==> config.mk <==
export PLATFORM = sky130hd
export DESIGN_NAME = mem_1r1u_top
export DESIGN_NICKNAME = d
export VERILOG_FILES = /design/src/hdl/mem_1r1u_pkg.sv /design/src/hdl/dp_sram.sv /design/src/hdl/bank_array.sv /design/src/hdl/rd_fwd_pipe.sv /design/src/hdl/core_ctrl.sv /design/src/hdl/mem_1r1u_top.sv
export SDC_FILE = /design/constraint.sdc
export NUM_CORES = 2
export LEC_CHECK = 0
export ABC_AREA = 1
export CAP_MARGIN = 10
export CORE_MARGIN = 2
export CORE_UTILIZATION = 55
export CTS_CLUSTER_SIZE = 30
export DETAILED_ROUTE_END_ITERATION = 10
export DONT_BUFFER_PORTS = 1
export MAX_ROUTING_LAYER = met4
export PLACE_DENSITY = 0.7
export RECOVER_POWER = 100
export SLEW_MARGIN = 40
export SYNTH_ARGS = -nofsm -noshare
export SYNTH_HDL_FRONTEND = slang
export SYNTH_SLANG_ARGS = --single-unit
export TNS_END_PERCENT = 5
==> constraint.sdc <==
create_clock -name clk -period 6.5 [get_ports clk]
set_input_delay 0.325 -clock clk [delete_from_list [all_inputs] [get_ports clk]]
set_output_delay 0.325 -clock clk [all_outputs]
set_load 0.005 [all_outputs]
==> src/hdl/mem_1r1u_pkg.sv <==
package mem_1r1u_pkg;

  localparam int DATA_W     = 16;
  localparam int NUM_BANKS  = 4;
  localparam int BANK_W     = 2;
  localparam int NUM_ROWS   = 16;
  localparam int ROW_W      = 4;
  localparam int ADDR_W     = ROW_W + BANK_W;
  localparam int SRAM_DELAY = 2;

  typedef logic [DATA_W-1:0] word_t;

  // Bank in the low bits, so consecutive addresses hit different banks.
  typedef struct packed {
    logic [ROW_W-1:0]  row;
    logic [BANK_W-1:0] bank;
  } vaddr_fld_t;

  typedef union packed {
    logic [ADDR_W-1:0] flat;
    vaddr_fld_t        fld;
  } vaddr_u;

  typedef struct packed {
    logic   valid;
    vaddr_u addr;
  } rd_req_t;

  typedef struct packed {
    logic  valid;
    word_t data;
  } upd_req_t;

  typedef struct packed {
    logic  valid;
    word_t data;
  } rd_rsp_t;

  typedef struct packed {
    logic             rd;
    logic             wr;
    logic [ROW_W-1:0] row;
    word_t            wdata;
  } bank_req_t;

  // Which bank's word the cache row currently holds.
  typedef struct packed {
    logic              valid;
    logic [BANK_W-1:0] bank;
  } map_ent_t;

  typedef struct packed {
    logic             en;
    logic [ROW_W-1:0] row;
    map_ent_t         ent;
  } map_wr_t;

  typedef struct packed {
    logic             en;
    logic [ROW_W-1:0] row;
    word_t            data;
  } cache_wr_t;

  // Word committed to a home bank, either an update or an eviction.
  typedef struct packed {
    logic   en;
    vaddr_u addr;
    word_t  data;
  } upd_wr_t;

  typedef struct packed {
    logic     vld;
    map_ent_t ent;
  } fwd_map_t;

  typedef struct packed {
    logic  vld;
    word_t data;
  } fwd_word_t;

  typedef struct packed {
    logic      valid;
    vaddr_u    addr;
    fwd_map_t  map;
    fwd_word_t cache;
    fwd_word_t data;
  } pipe_out_t;

endpackage

==> src/hdl/dp_sram.sv <==
module dp_sram #(
  parameter int WIDTH = mem_1r1u_pkg::DATA_W
) (
  input  logic                           clk,
  input  logic                           wr_en,
  input  logic [mem_1r1u_pkg::ROW_W-1:0] wr_row,
  input  logic [WIDTH-1:0]               wr_data,
  input  logic [mem_1r1u_pkg::ROW_W-1:0] rd_row,
  output logic [WIDTH-1:0]               rd_data
);
  import mem_1r1u_pkg::*;

  logic [WIDTH-1:0] mem [NUM_ROWS];
  logic [WIDTH-1:0] rd_q [SRAM_DELAY];

  // Read sees the array before this cycle's write.
  always_ff @(posedge clk) begin
    if (wr_en) begin
      mem[wr_row] <= wr_data;
    end
    rd_q[0] <= mem[rd_row];
    for (int i = 1; i < SRAM_DELAY; i++) begin
      rd_q[i] <= rd_q[i-1];
    end
  end

  assign rd_data = rd_q[SRAM_DELAY-1];

endmodule

==> src/hdl/bank_array.sv <==
module bank_array (
  input  logic                                                 clk,
  input  mem_1r1u_pkg::bank_req_t [mem_1r1u_pkg::NUM_BANKS-1:0] bank_req,
  output mem_1r1u_pkg::word_t [mem_1r1u_pkg::NUM_BANKS-1:0]     bank_dout
);
  import mem_1r1u_pkg::*;

  for (genvar b = 0; b < NUM_BANKS; b++) begin : g_bank
    word_t mem [NUM_ROWS];
    word_t rd_q [SRAM_DELAY];

    // Single port, so a write takes the cycle.
    always_ff @(posedge clk) begin
      if (bank_req[b].wr) begin
        mem[bank_req[b].row] <= bank_req[b].wdata;
      end else if (bank_req[b].rd) begin
        rd_q[0] <= mem[bank_req[b].row];
      end
      for (int i = 1; i < SRAM_DELAY; i++) begin
        rd_q[i] <= rd_q[i-1];
      end
    end

    assign bank_dout[b] = rd_q[SRAM_DELAY-1];
  end

endmodule

==> src/hdl/rd_fwd_pipe.sv <==
module rd_fwd_pipe (
  input  logic                    clk,
  input  logic                    rstvld,
  input  mem_1r1u_pkg::rd_req_t   rd_acc,
  input  mem_1r1u_pkg::map_wr_t   map_wr,
  input  mem_1r1u_pkg::cache_wr_t cache_wr,
  input  mem_1r1u_pkg::upd_wr_t   upd_wr,
  output mem_1r1u_pkg::pipe_out_t pipe
);
  import mem_1r1u_pkg::*;

  pipe_out_t stage [SRAM_DELAY];

  // Newest map write to the read's row.
  function automatic fwd_map_t map_step(fwd_map_t prev, logic [ROW_W-1:0] row,
                                        map_wr_t mw);
    fwd_map_t nxt;
    nxt = prev;
    if (mw.en && mw.row == row) begin
      nxt.vld = 1'b1;
      nxt.ent = mw.ent;
    end
    return nxt;
  endfunction

  function automatic fwd_word_t cache_step(fwd_word_t prev, logic [ROW_W-1:0] row,
                                           cache_wr_t cw);
    fwd_word_t nxt;
    nxt = prev;
    if (cw.en && cw.row == row) begin
      nxt.vld = 1'b1;
      nxt.data = cw.data;
    end
    return nxt;
  endfunction

  // Newest value of the address itself, in a bank or in the cache.
  function automatic fwd_word_t data_step(fwd_word_t prev, vaddr_u addr, upd_wr_t uw,
                                          map_wr_t mw, cache_wr_t cw);
    fwd_word_t nxt;
    nxt = prev;
    if (uw.en && uw.addr.flat == addr.flat) begin
      nxt.vld = 1'b1;
      nxt.data = uw.data;
    end else if (cw.en && mw.en && mw.ent.valid && cw.row == addr.fld.row &&
                 mw.ent.bank == addr.fld.bank) begin
      nxt.vld = 1'b1;
      nxt.data = cw.data;
    end
    return nxt;
  endfunction

  for (genvar i = 0; i < SRAM_DELAY; i++) begin : g_stage
    pipe_out_t prev;
    pipe_out_t nxt;

    if (i == 0) begin : g_first
      always_comb begin
        prev = '0;
        prev.valid = rd_acc.valid;
        prev.addr = rd_acc.addr;
      end
    end else begin : g_later
      assign prev = stage[i-1];
    end

    always_comb begin
      nxt = prev;
      nxt.map = map_step(prev.map, prev.addr.fld.row, map_wr);
      nxt.cache = cache_step(prev.cache, prev.addr.fld.row, cache_wr);
      nxt.data = data_step(prev.data, prev.addr, upd_wr, map_wr, cache_wr);
    end

    always_ff @(posedge clk) begin
      if (rstvld) begin
        stage[i].valid <= 1'b0;
        stage[i].map.vld <= 1'b0;
        stage[i].cache.vld <= 1'b0;
        stage[i].data.vld <= 1'b0;
      end else begin
        stage[i] <= nxt;
      end
    end
  end

  assign pipe = stage[SRAM_DELAY-1];

endmodule

==> src/hdl/core_ctrl.sv <==
module core_ctrl (
  input  logic                                                 clk,
  input  logic                                                 rstvld,
  input  mem_1r1u_pkg::rd_req_t                                rd,
  input  mem_1r1u_pkg::upd_req_t                               upd,
  output mem_1r1u_pkg::rd_rsp_t                                rsp,
  output logic                                                 ready,
  output mem_1r1u_pkg::bank_req_t [mem_1r1u_pkg::NUM_BANKS-1:0] bank_req,
  input  mem_1r1u_pkg::word_t [mem_1r1u_pkg::NUM_BANKS-1:0]     bank_dout,
  output mem_1r1u_pkg::map_wr_t                                map_wr,
  output mem_1r1u_pkg::cache_wr_t                              cache_wr,
  output logic [mem_1r1u_pkg::ROW_W-1:0]                       cache_rd_row,
  input  mem_1r1u_pkg::map_ent_t                               map_dout,
  input  mem_1r1u_pkg::word_t                                  cache_dout,
  output mem_1r1u_pkg::rd_req_t                                rd_acc,
  output mem_1r1u_pkg::upd_wr_t                                upd_wr,
  input  mem_1r1u_pkg::pipe_out_t                              pipe
);
  import mem_1r1u_pkg::*;

  logic              init_busy;
  logic [ROW_W-1:0]  sweep_row;
  map_ent_t          map_cur;
  word_t             cache_cur;
  logic              cache_hit;
  logic              upd_vld;
  logic              new_to_cache;
  logic              new_to_bank;
  logic              old_to_bank;
  logic              old_clear;
  logic              bwr_en;
  logic [BANK_W-1:0] bwr_bank;
  word_t             bwr_data;

  // Map clear sweep, then ready one cycle later.
  always_ff @(posedge clk) begin
    if (rstvld) begin
      init_busy <= 1'b1;
      sweep_row <= '0;
      ready <= 1'b0;
    end else begin
      if (init_busy) begin
        sweep_row <= sweep_row + 1'b1;
        if (sweep_row == ROW_W'(NUM_ROWS - 1)) begin
          init_busy <= 1'b0;
        end
      end
      ready <= !init_busy;
    end
  end

  always_comb begin
    rd_acc.valid = rd.valid && ready;
    rd_acc.addr = rd.addr;
  end

  assign cache_rd_row = rd.addr.fld.row;

  // Memory outputs are stale by two cycles of writes.
  assign map_cur = pipe.map.vld ? pipe.map.ent : map_dout;
  assign cache_cur = pipe.cache.vld ? pipe.cache.data : cache_dout;
  assign cache_hit = map_cur.valid && (map_cur.bank == pipe.addr.fld.bank);

  always_comb begin
    rsp.valid = pipe.valid;
    if (pipe.data.vld) begin
      rsp.data = pipe.data.data;
    end else if (cache_hit) begin
      rsp.data = cache_cur;
    end else begin
      rsp.data = bank_dout[pipe.addr.fld.bank];
    end
  end

  // Update steering.
  assign upd_vld = upd.valid && pipe.valid;
  assign new_to_cache = upd_vld && rd_acc.valid &&
                        (rd_acc.addr.fld.bank == pipe.addr.fld.bank);
  assign new_to_bank = upd_vld && !new_to_cache;
  assign old_to_bank = new_to_cache && map_cur.valid &&
                       (map_cur.bank != pipe.addr.fld.bank);
  assign old_clear = new_to_bank && cache_hit;

  // Eviction shares the row of the update.
  assign bwr_en = new_to_bank || old_to_bank;
  assign bwr_bank = new_to_bank ? pipe.addr.fld.bank : map_cur.bank;
  assign bwr_data = new_to_bank ? upd.data : cache_cur;

  always_comb begin
    for (int b = 0; b < NUM_BANKS; b++) begin
      bank_req[b].rd = rd_acc.valid && (rd_acc.addr.fld.bank == BANK_W'(b));
      bank_req[b].wr = bwr_en && (bwr_bank == BANK_W'(b));
      bank_req[b].row = bank_req[b].wr ? pipe.addr.fld.row : rd.addr.fld.row;
      bank_req[b].wdata = bwr_data;
    end
  end

  always_comb begin
    map_wr = '0;
    if (init_busy) begin
      map_wr.en = 1'b1;
      map_wr.row = sweep_row;
    end else if (new_to_cache) begin
      map_wr.en = 1'b1;
      map_wr.row = pipe.addr.fld.row;
      map_wr.ent.valid = 1'b1;
      map_wr.ent.bank = pipe.addr.fld.bank;
    end else if (old_clear) begin
      map_wr.en = 1'b1;
      map_wr.row = pipe.addr.fld.row;
    end
  end

  always_comb begin
    cache_wr.en = new_to_cache;
    cache_wr.row = pipe.addr.fld.row;
    cache_wr.data = upd.data;
  end

  always_comb begin
    upd_wr.en = bwr_en;
    upd_wr.addr.fld.row = pipe.addr.fld.row;
    upd_wr.addr.fld.bank = bwr_bank;
    upd_wr.data = bwr_data;
  end

endmodule

==> src/hdl/mem_1r1u_top.sv <==
module mem_1r1u_top (
  input  logic                   clk,
  input  logic                   rstvld,
  input  mem_1r1u_pkg::rd_req_t  rd,
  input  mem_1r1u_pkg::upd_req_t upd,
  output mem_1r1u_pkg::rd_rsp_t  rsp,
  output logic                   ready
);
  import mem_1r1u_pkg::*;

  bank_req_t [NUM_BANKS-1:0] bank_req;
  word_t [NUM_BANKS-1:0]     bank_dout;
  map_wr_t                   map_wr;
  cache_wr_t                 cache_wr;
  logic [ROW_W-1:0]          rd_row;
  map_ent_t                  map_dout;
  word_t                     cache_dout;
  rd_req_t                   rd_acc;
  upd_wr_t                   upd_wr;
  pipe_out_t                 pipe;

  core_ctrl i_core_ctrl (
    .clk          (clk),
    .rstvld       (rstvld),
    .rd           (rd),
    .upd          (upd),
    .rsp          (rsp),
    .ready        (ready),
    .bank_req     (bank_req),
    .bank_dout    (bank_dout),
    .map_wr       (map_wr),
    .cache_wr     (cache_wr),
    .cache_rd_row (rd_row),
    .map_dout     (map_dout),
    .cache_dout   (cache_dout),
    .rd_acc       (rd_acc),
    .upd_wr       (upd_wr),
    .pipe         (pipe)
  );

  bank_array i_bank_array (
    .clk       (clk),
    .bank_req  (bank_req),
    .bank_dout (bank_dout)
  );

  dp_sram #(.WIDTH(DATA_W)) i_cache (
    .clk     (clk),
    .wr_en   (cache_wr.en),
    .wr_row  (cache_wr.row),
    .wr_data (cache_wr.data),
    .rd_row  (rd_row),
    .rd_data (cache_dout)
  );

  dp_sram #(.WIDTH($bits(map_ent_t))) i_map (
    .clk     (clk),
    .wr_en   (map_wr.en),
    .wr_row  (map_wr.row),
    .wr_data (map_wr.ent),
    .rd_row  (rd_row),
    .rd_data (map_dout)
  );

  rd_fwd_pipe i_rd_fwd_pipe (
    .clk      (clk),
    .rstvld   (rstvld),
    .rd_acc   (rd_acc),
    .map_wr   (map_wr),
    .cache_wr (cache_wr),
    .upd_wr   (upd_wr),
    .pipe     (pipe)
  );

endmodule

==> flow_summary.ini <==
[drt]
viasPerCell = 5.725
ant_nets = 0
drt_iter0_drc = 5998
wl_per_cell_um = 22.72
drtPass1Iterations = 6
routed-via-count = 44113
drc = 0
wirelength_mm = 175.1

[global_routing]
first_global_vias = 41646
grt_overflow_total = 0
grt_pass1_wl_mm = 262.2
grt_max_degree = 94
track_usage_pct = 29.57
antenna_found_initial = 10

[yosys]
ys_seq_area_share_pct = 71.06
syn_nets = 6066
yosys.area.top_type = edfxtp_1
yosys-top-cells-area = edfxtp_1 68%, nand2_1 15%, dfxtp_1 3.5%, nand3_1 2.7%, o21ai_0 2.0%
ys_dominant_reg_cell = edfxtp_1
yosysWarnings = 0
syn_avg_cell_area_um2 = 10.86
synth-seq-cells = 1590
synth_edf_count = 1474
synthCells = 6039
synth_cell_type_count = 46
synth_async_sr_flop_share_pct = 0
synth_top_area_share_pct = 67.52
netlist_area_um2 = 65560

[outcome]
status = complete, but fails checks
violations = max-capacitance violations, max-slew violations

[die]
initial_core_util_pct = 55.52
die_y_um = 349.2
die_x_um = 349.2
row_count = 126
core-area_um2 = 118100
die-area_um2 = 122000
ios = 44

[setup_path]
crit_path_end_kind = register
reg2reg_slack_ns = 0.92
cp_max_fo = 38
reg2reg_depth = 11
path_cells = inv_1 > nand2_1 > nand2_1 > nand3_1 > nand2_1 > inv_1 > buf_4 > o21ai_0 > clkbuf_1 > buf_8 > buf_4
crit_type = register to register
worst_ep_required_time_ns = 6.99
r2r_start = i_rd_fwd_pipe.stage[1][39]$_DFFE_PN_
path_common_cell = nand2_1
cp-start-kind = register
max_stage_delay_ns = 1.13
arrival_ns = 6.07
setup.worst_path.start = i_rd_fwd_pipe.stage[1][39]$_DFFE_PN_
worst_path_max_delay_cell = o21ai_0
reg2reg_to = i_bank_array.g_bank[1].mem[14][11]$_DFFE_PP_

[place]
globalplace.congestion = 0.8862
dp_hpwl_mm = 97.60
dpl.cell_count = 7381
numPortBuffers = 0

[finish]
area_growth_pct = 10.25
final_cells = 7705
final_nets = 6063
drive_gt1_share_pct = 6.947

[min_path]
hold_end = i_rd_fwd_pipe.stage[0][44]$_SDFF_PP0_
holdPathStages = 2
min-delay-path-class = primary input to register
min_from = rd[6]

[pwr]
p_total_mw = 21.68
peakVddDrop_v = 0.0002625
power_density_nw_per_um2 = 300.0
p_leak_nw = 28.23

[clocking]
htreeDepth = 4
cts_buffers = 158
cts_tree = done
cts_root_buf = clkbuf_16
clk_latency_ns = 0.79
numClockSinks = 1590
cts_setup_buffers = 0
clk_pin_slew_ns = 0.06
clock_path_buffers = 3

[sta]
fin_skew_ns = 0.02911
setup_viol = 0
post-route-period-util_pct = 85.78
drv_slew = 1205
relSlewSlack_pct = -230.7
tightest_slew_ns = 4.961
hold_viol_final = 0
holdWs_ns = 0.02830
period_needed_ns = 5.576
fmax_ghz = 0.1793
fin_tns_setup_ns = 0
rsz0062_at_grt = false

[run]
drv_cap = 24
## power by group
part | leakage (nW) | switching, mW | internal [mW]
clock network | 2.46 | 3.82 | 5.05
logic | 11.5 | 1.11 | 0.291
registers | 14.3 | 0.0292 | 11.4
total | 28.2 | 4.96 | 16.7
## per-stage QoR
step	worst slack [ns]	util [%]	cell area, um^2
after floorplan	1.860	-	65560
after global placement	1.678	56.91	67200
after detailed placement	1.611	57.16	67490
after CTS	1.564	61.72	72880
after global routing	0.5981	61.21	72270
final	0.9242	61.21	72280
## layout make-up
type | count | area [um^2]
sequential | 1590 | 46580
fill | 9179 | 45800
multi-input combinational | 3894 | 16730
clock buffer | 214 | 4379
tap | 1536 | 1922
timing repair buffer | 156 | 1095
inverter | 236 | 909.6
clock inverter | 71 | 638.1
antenna | 8 | 20.02
## logic make-up (layout without fill, tap and decap cells)
family / after synthesis / after routing / share of synthesized area, %
fa+ha+maj: 1 / 1 / 0.01908
buf+inv: 555 / 677 / 3.727
flops: 1590 / 1590 / 71.06
xor+xnor: 9 / 9 / 0.1317
other cells: 0 / 8 / 0
simple gates: 3433 / 3433 / 20.86
mux: 16 / 16 / 0.2443
compound gates: 435 / 435 / 3.958
## state kept, by name (all words and copies together), names as in the netlist
name,cells
i_core_ctrl.ready,1
i_core_ctrl.sweep_row,4
i_map.mem,48
i_bank_array.g_bank.rd_q,128
i_cache.rd_q,32
i_core_ctrl.init_busy,1
i_map.rd_q,6
i_rd_fwd_pipe.stage,90
i_bank_array.g_bank.mem,1024
i_cache.mem,256
## worst max-delay path, delay by kind of cell, from the launching register on
family	cells	cell delay, ns
AO/OA/AOI/OAI	1	1.13
AND/OR/NAND/NOR	4	1.02
buffers and inverters	6	2.35
flip-flops	1	0.67
## placed cells by master, fill, tap and decap left out, types with 7 or more instances in the layout
cell,netlist,routed
inv_1,204,208
o21ai_4,2,8
nand2_1,2697,2691
clkbuf_16,0,162
nand2_2,8,11
nor2_2,5,22
clkbuf_2,0,16
nor2_4,10,21
nor2_1,323,298
diode_2,0,8
dlygate4sd3_1,0,27
clkinv_1,0,29
dfxtp_1,116,116
clkinv_2,0,21
o221ai_1,49,49
inv_4,4,7
nand3_1,355,356
mux2i_1,16,16
buf_4,31,71
o22ai_1,44,44
nand4_1,7,8
clkbuf_8,0,13
edfxtp_1,1474,1474
o211ai_1,41,41
o21ai_0,268,269
clkbuf_1,121,76
bufinv_16,0,8
inv_2,27,18
a21oi_1,9,10
## what timing repair did
action,in CTS,in global routing
endpoints found under the hold margin,432,0
resized for setup,0,0
hold buffers,31,0
## cell usage after synthesis, types with 7 or more instances
cell type / instances
nand2_1: 2697
edfxtp_1: 1474
nand3_1: 355
nor2_1: 323
o21ai_0: 268
inv_1: 204
buf_2: 150
clkbuf_1: 121
dfxtp_1: 116
o221ai_1: 49
o22ai_1: 44
o211ai_1: 41
buf_4: 31
inv_2: 27
mux2i_1: 16
buf_1: 12
nor2_4: 10
a21oi_1: 9
nand2_2: 8
nand4_1: 7
## metal layers
| metal | part of all wire (%) | GRT usage [%] |
|---|---|---|
| met1 | 40 | 39.93 |
| met2 | 47 | 45.61 |
| met3 | 9.9 | 4.939 |
| met4 | 3.7 | 10.70 |
| met5 | 0 | - |
## worst max path at each step
stage          depth (start not counted)                                           end  slack [ns]
6_report                              11  i_bank_array.g_bank[1].mem[14][11]$_DFFE_PP_        0.92
5_1_grt                               16   i_bank_array.g_bank[2].mem[11][5]$_DFFE_PP_        0.60
4_1_cts                               13   i_bank_array.g_bank[1].mem[0][13]$_DFFE_PP_        1.56
2_1_floorplan                          4   i_bank_array.g_bank[0].mem[0][12]$_DFFE_PP_        1.86
3_5_place_dp                          13    i_bank_array.g_bank[1].mem[0][1]$_DFFE_PP_        1.61
3_3_place_gp                          18   i_bank_array.g_bank[2].rd_q[0][0]$_DFFE_PP_        1.68
No activity file was read; power rests on OpenSTA's default activity.
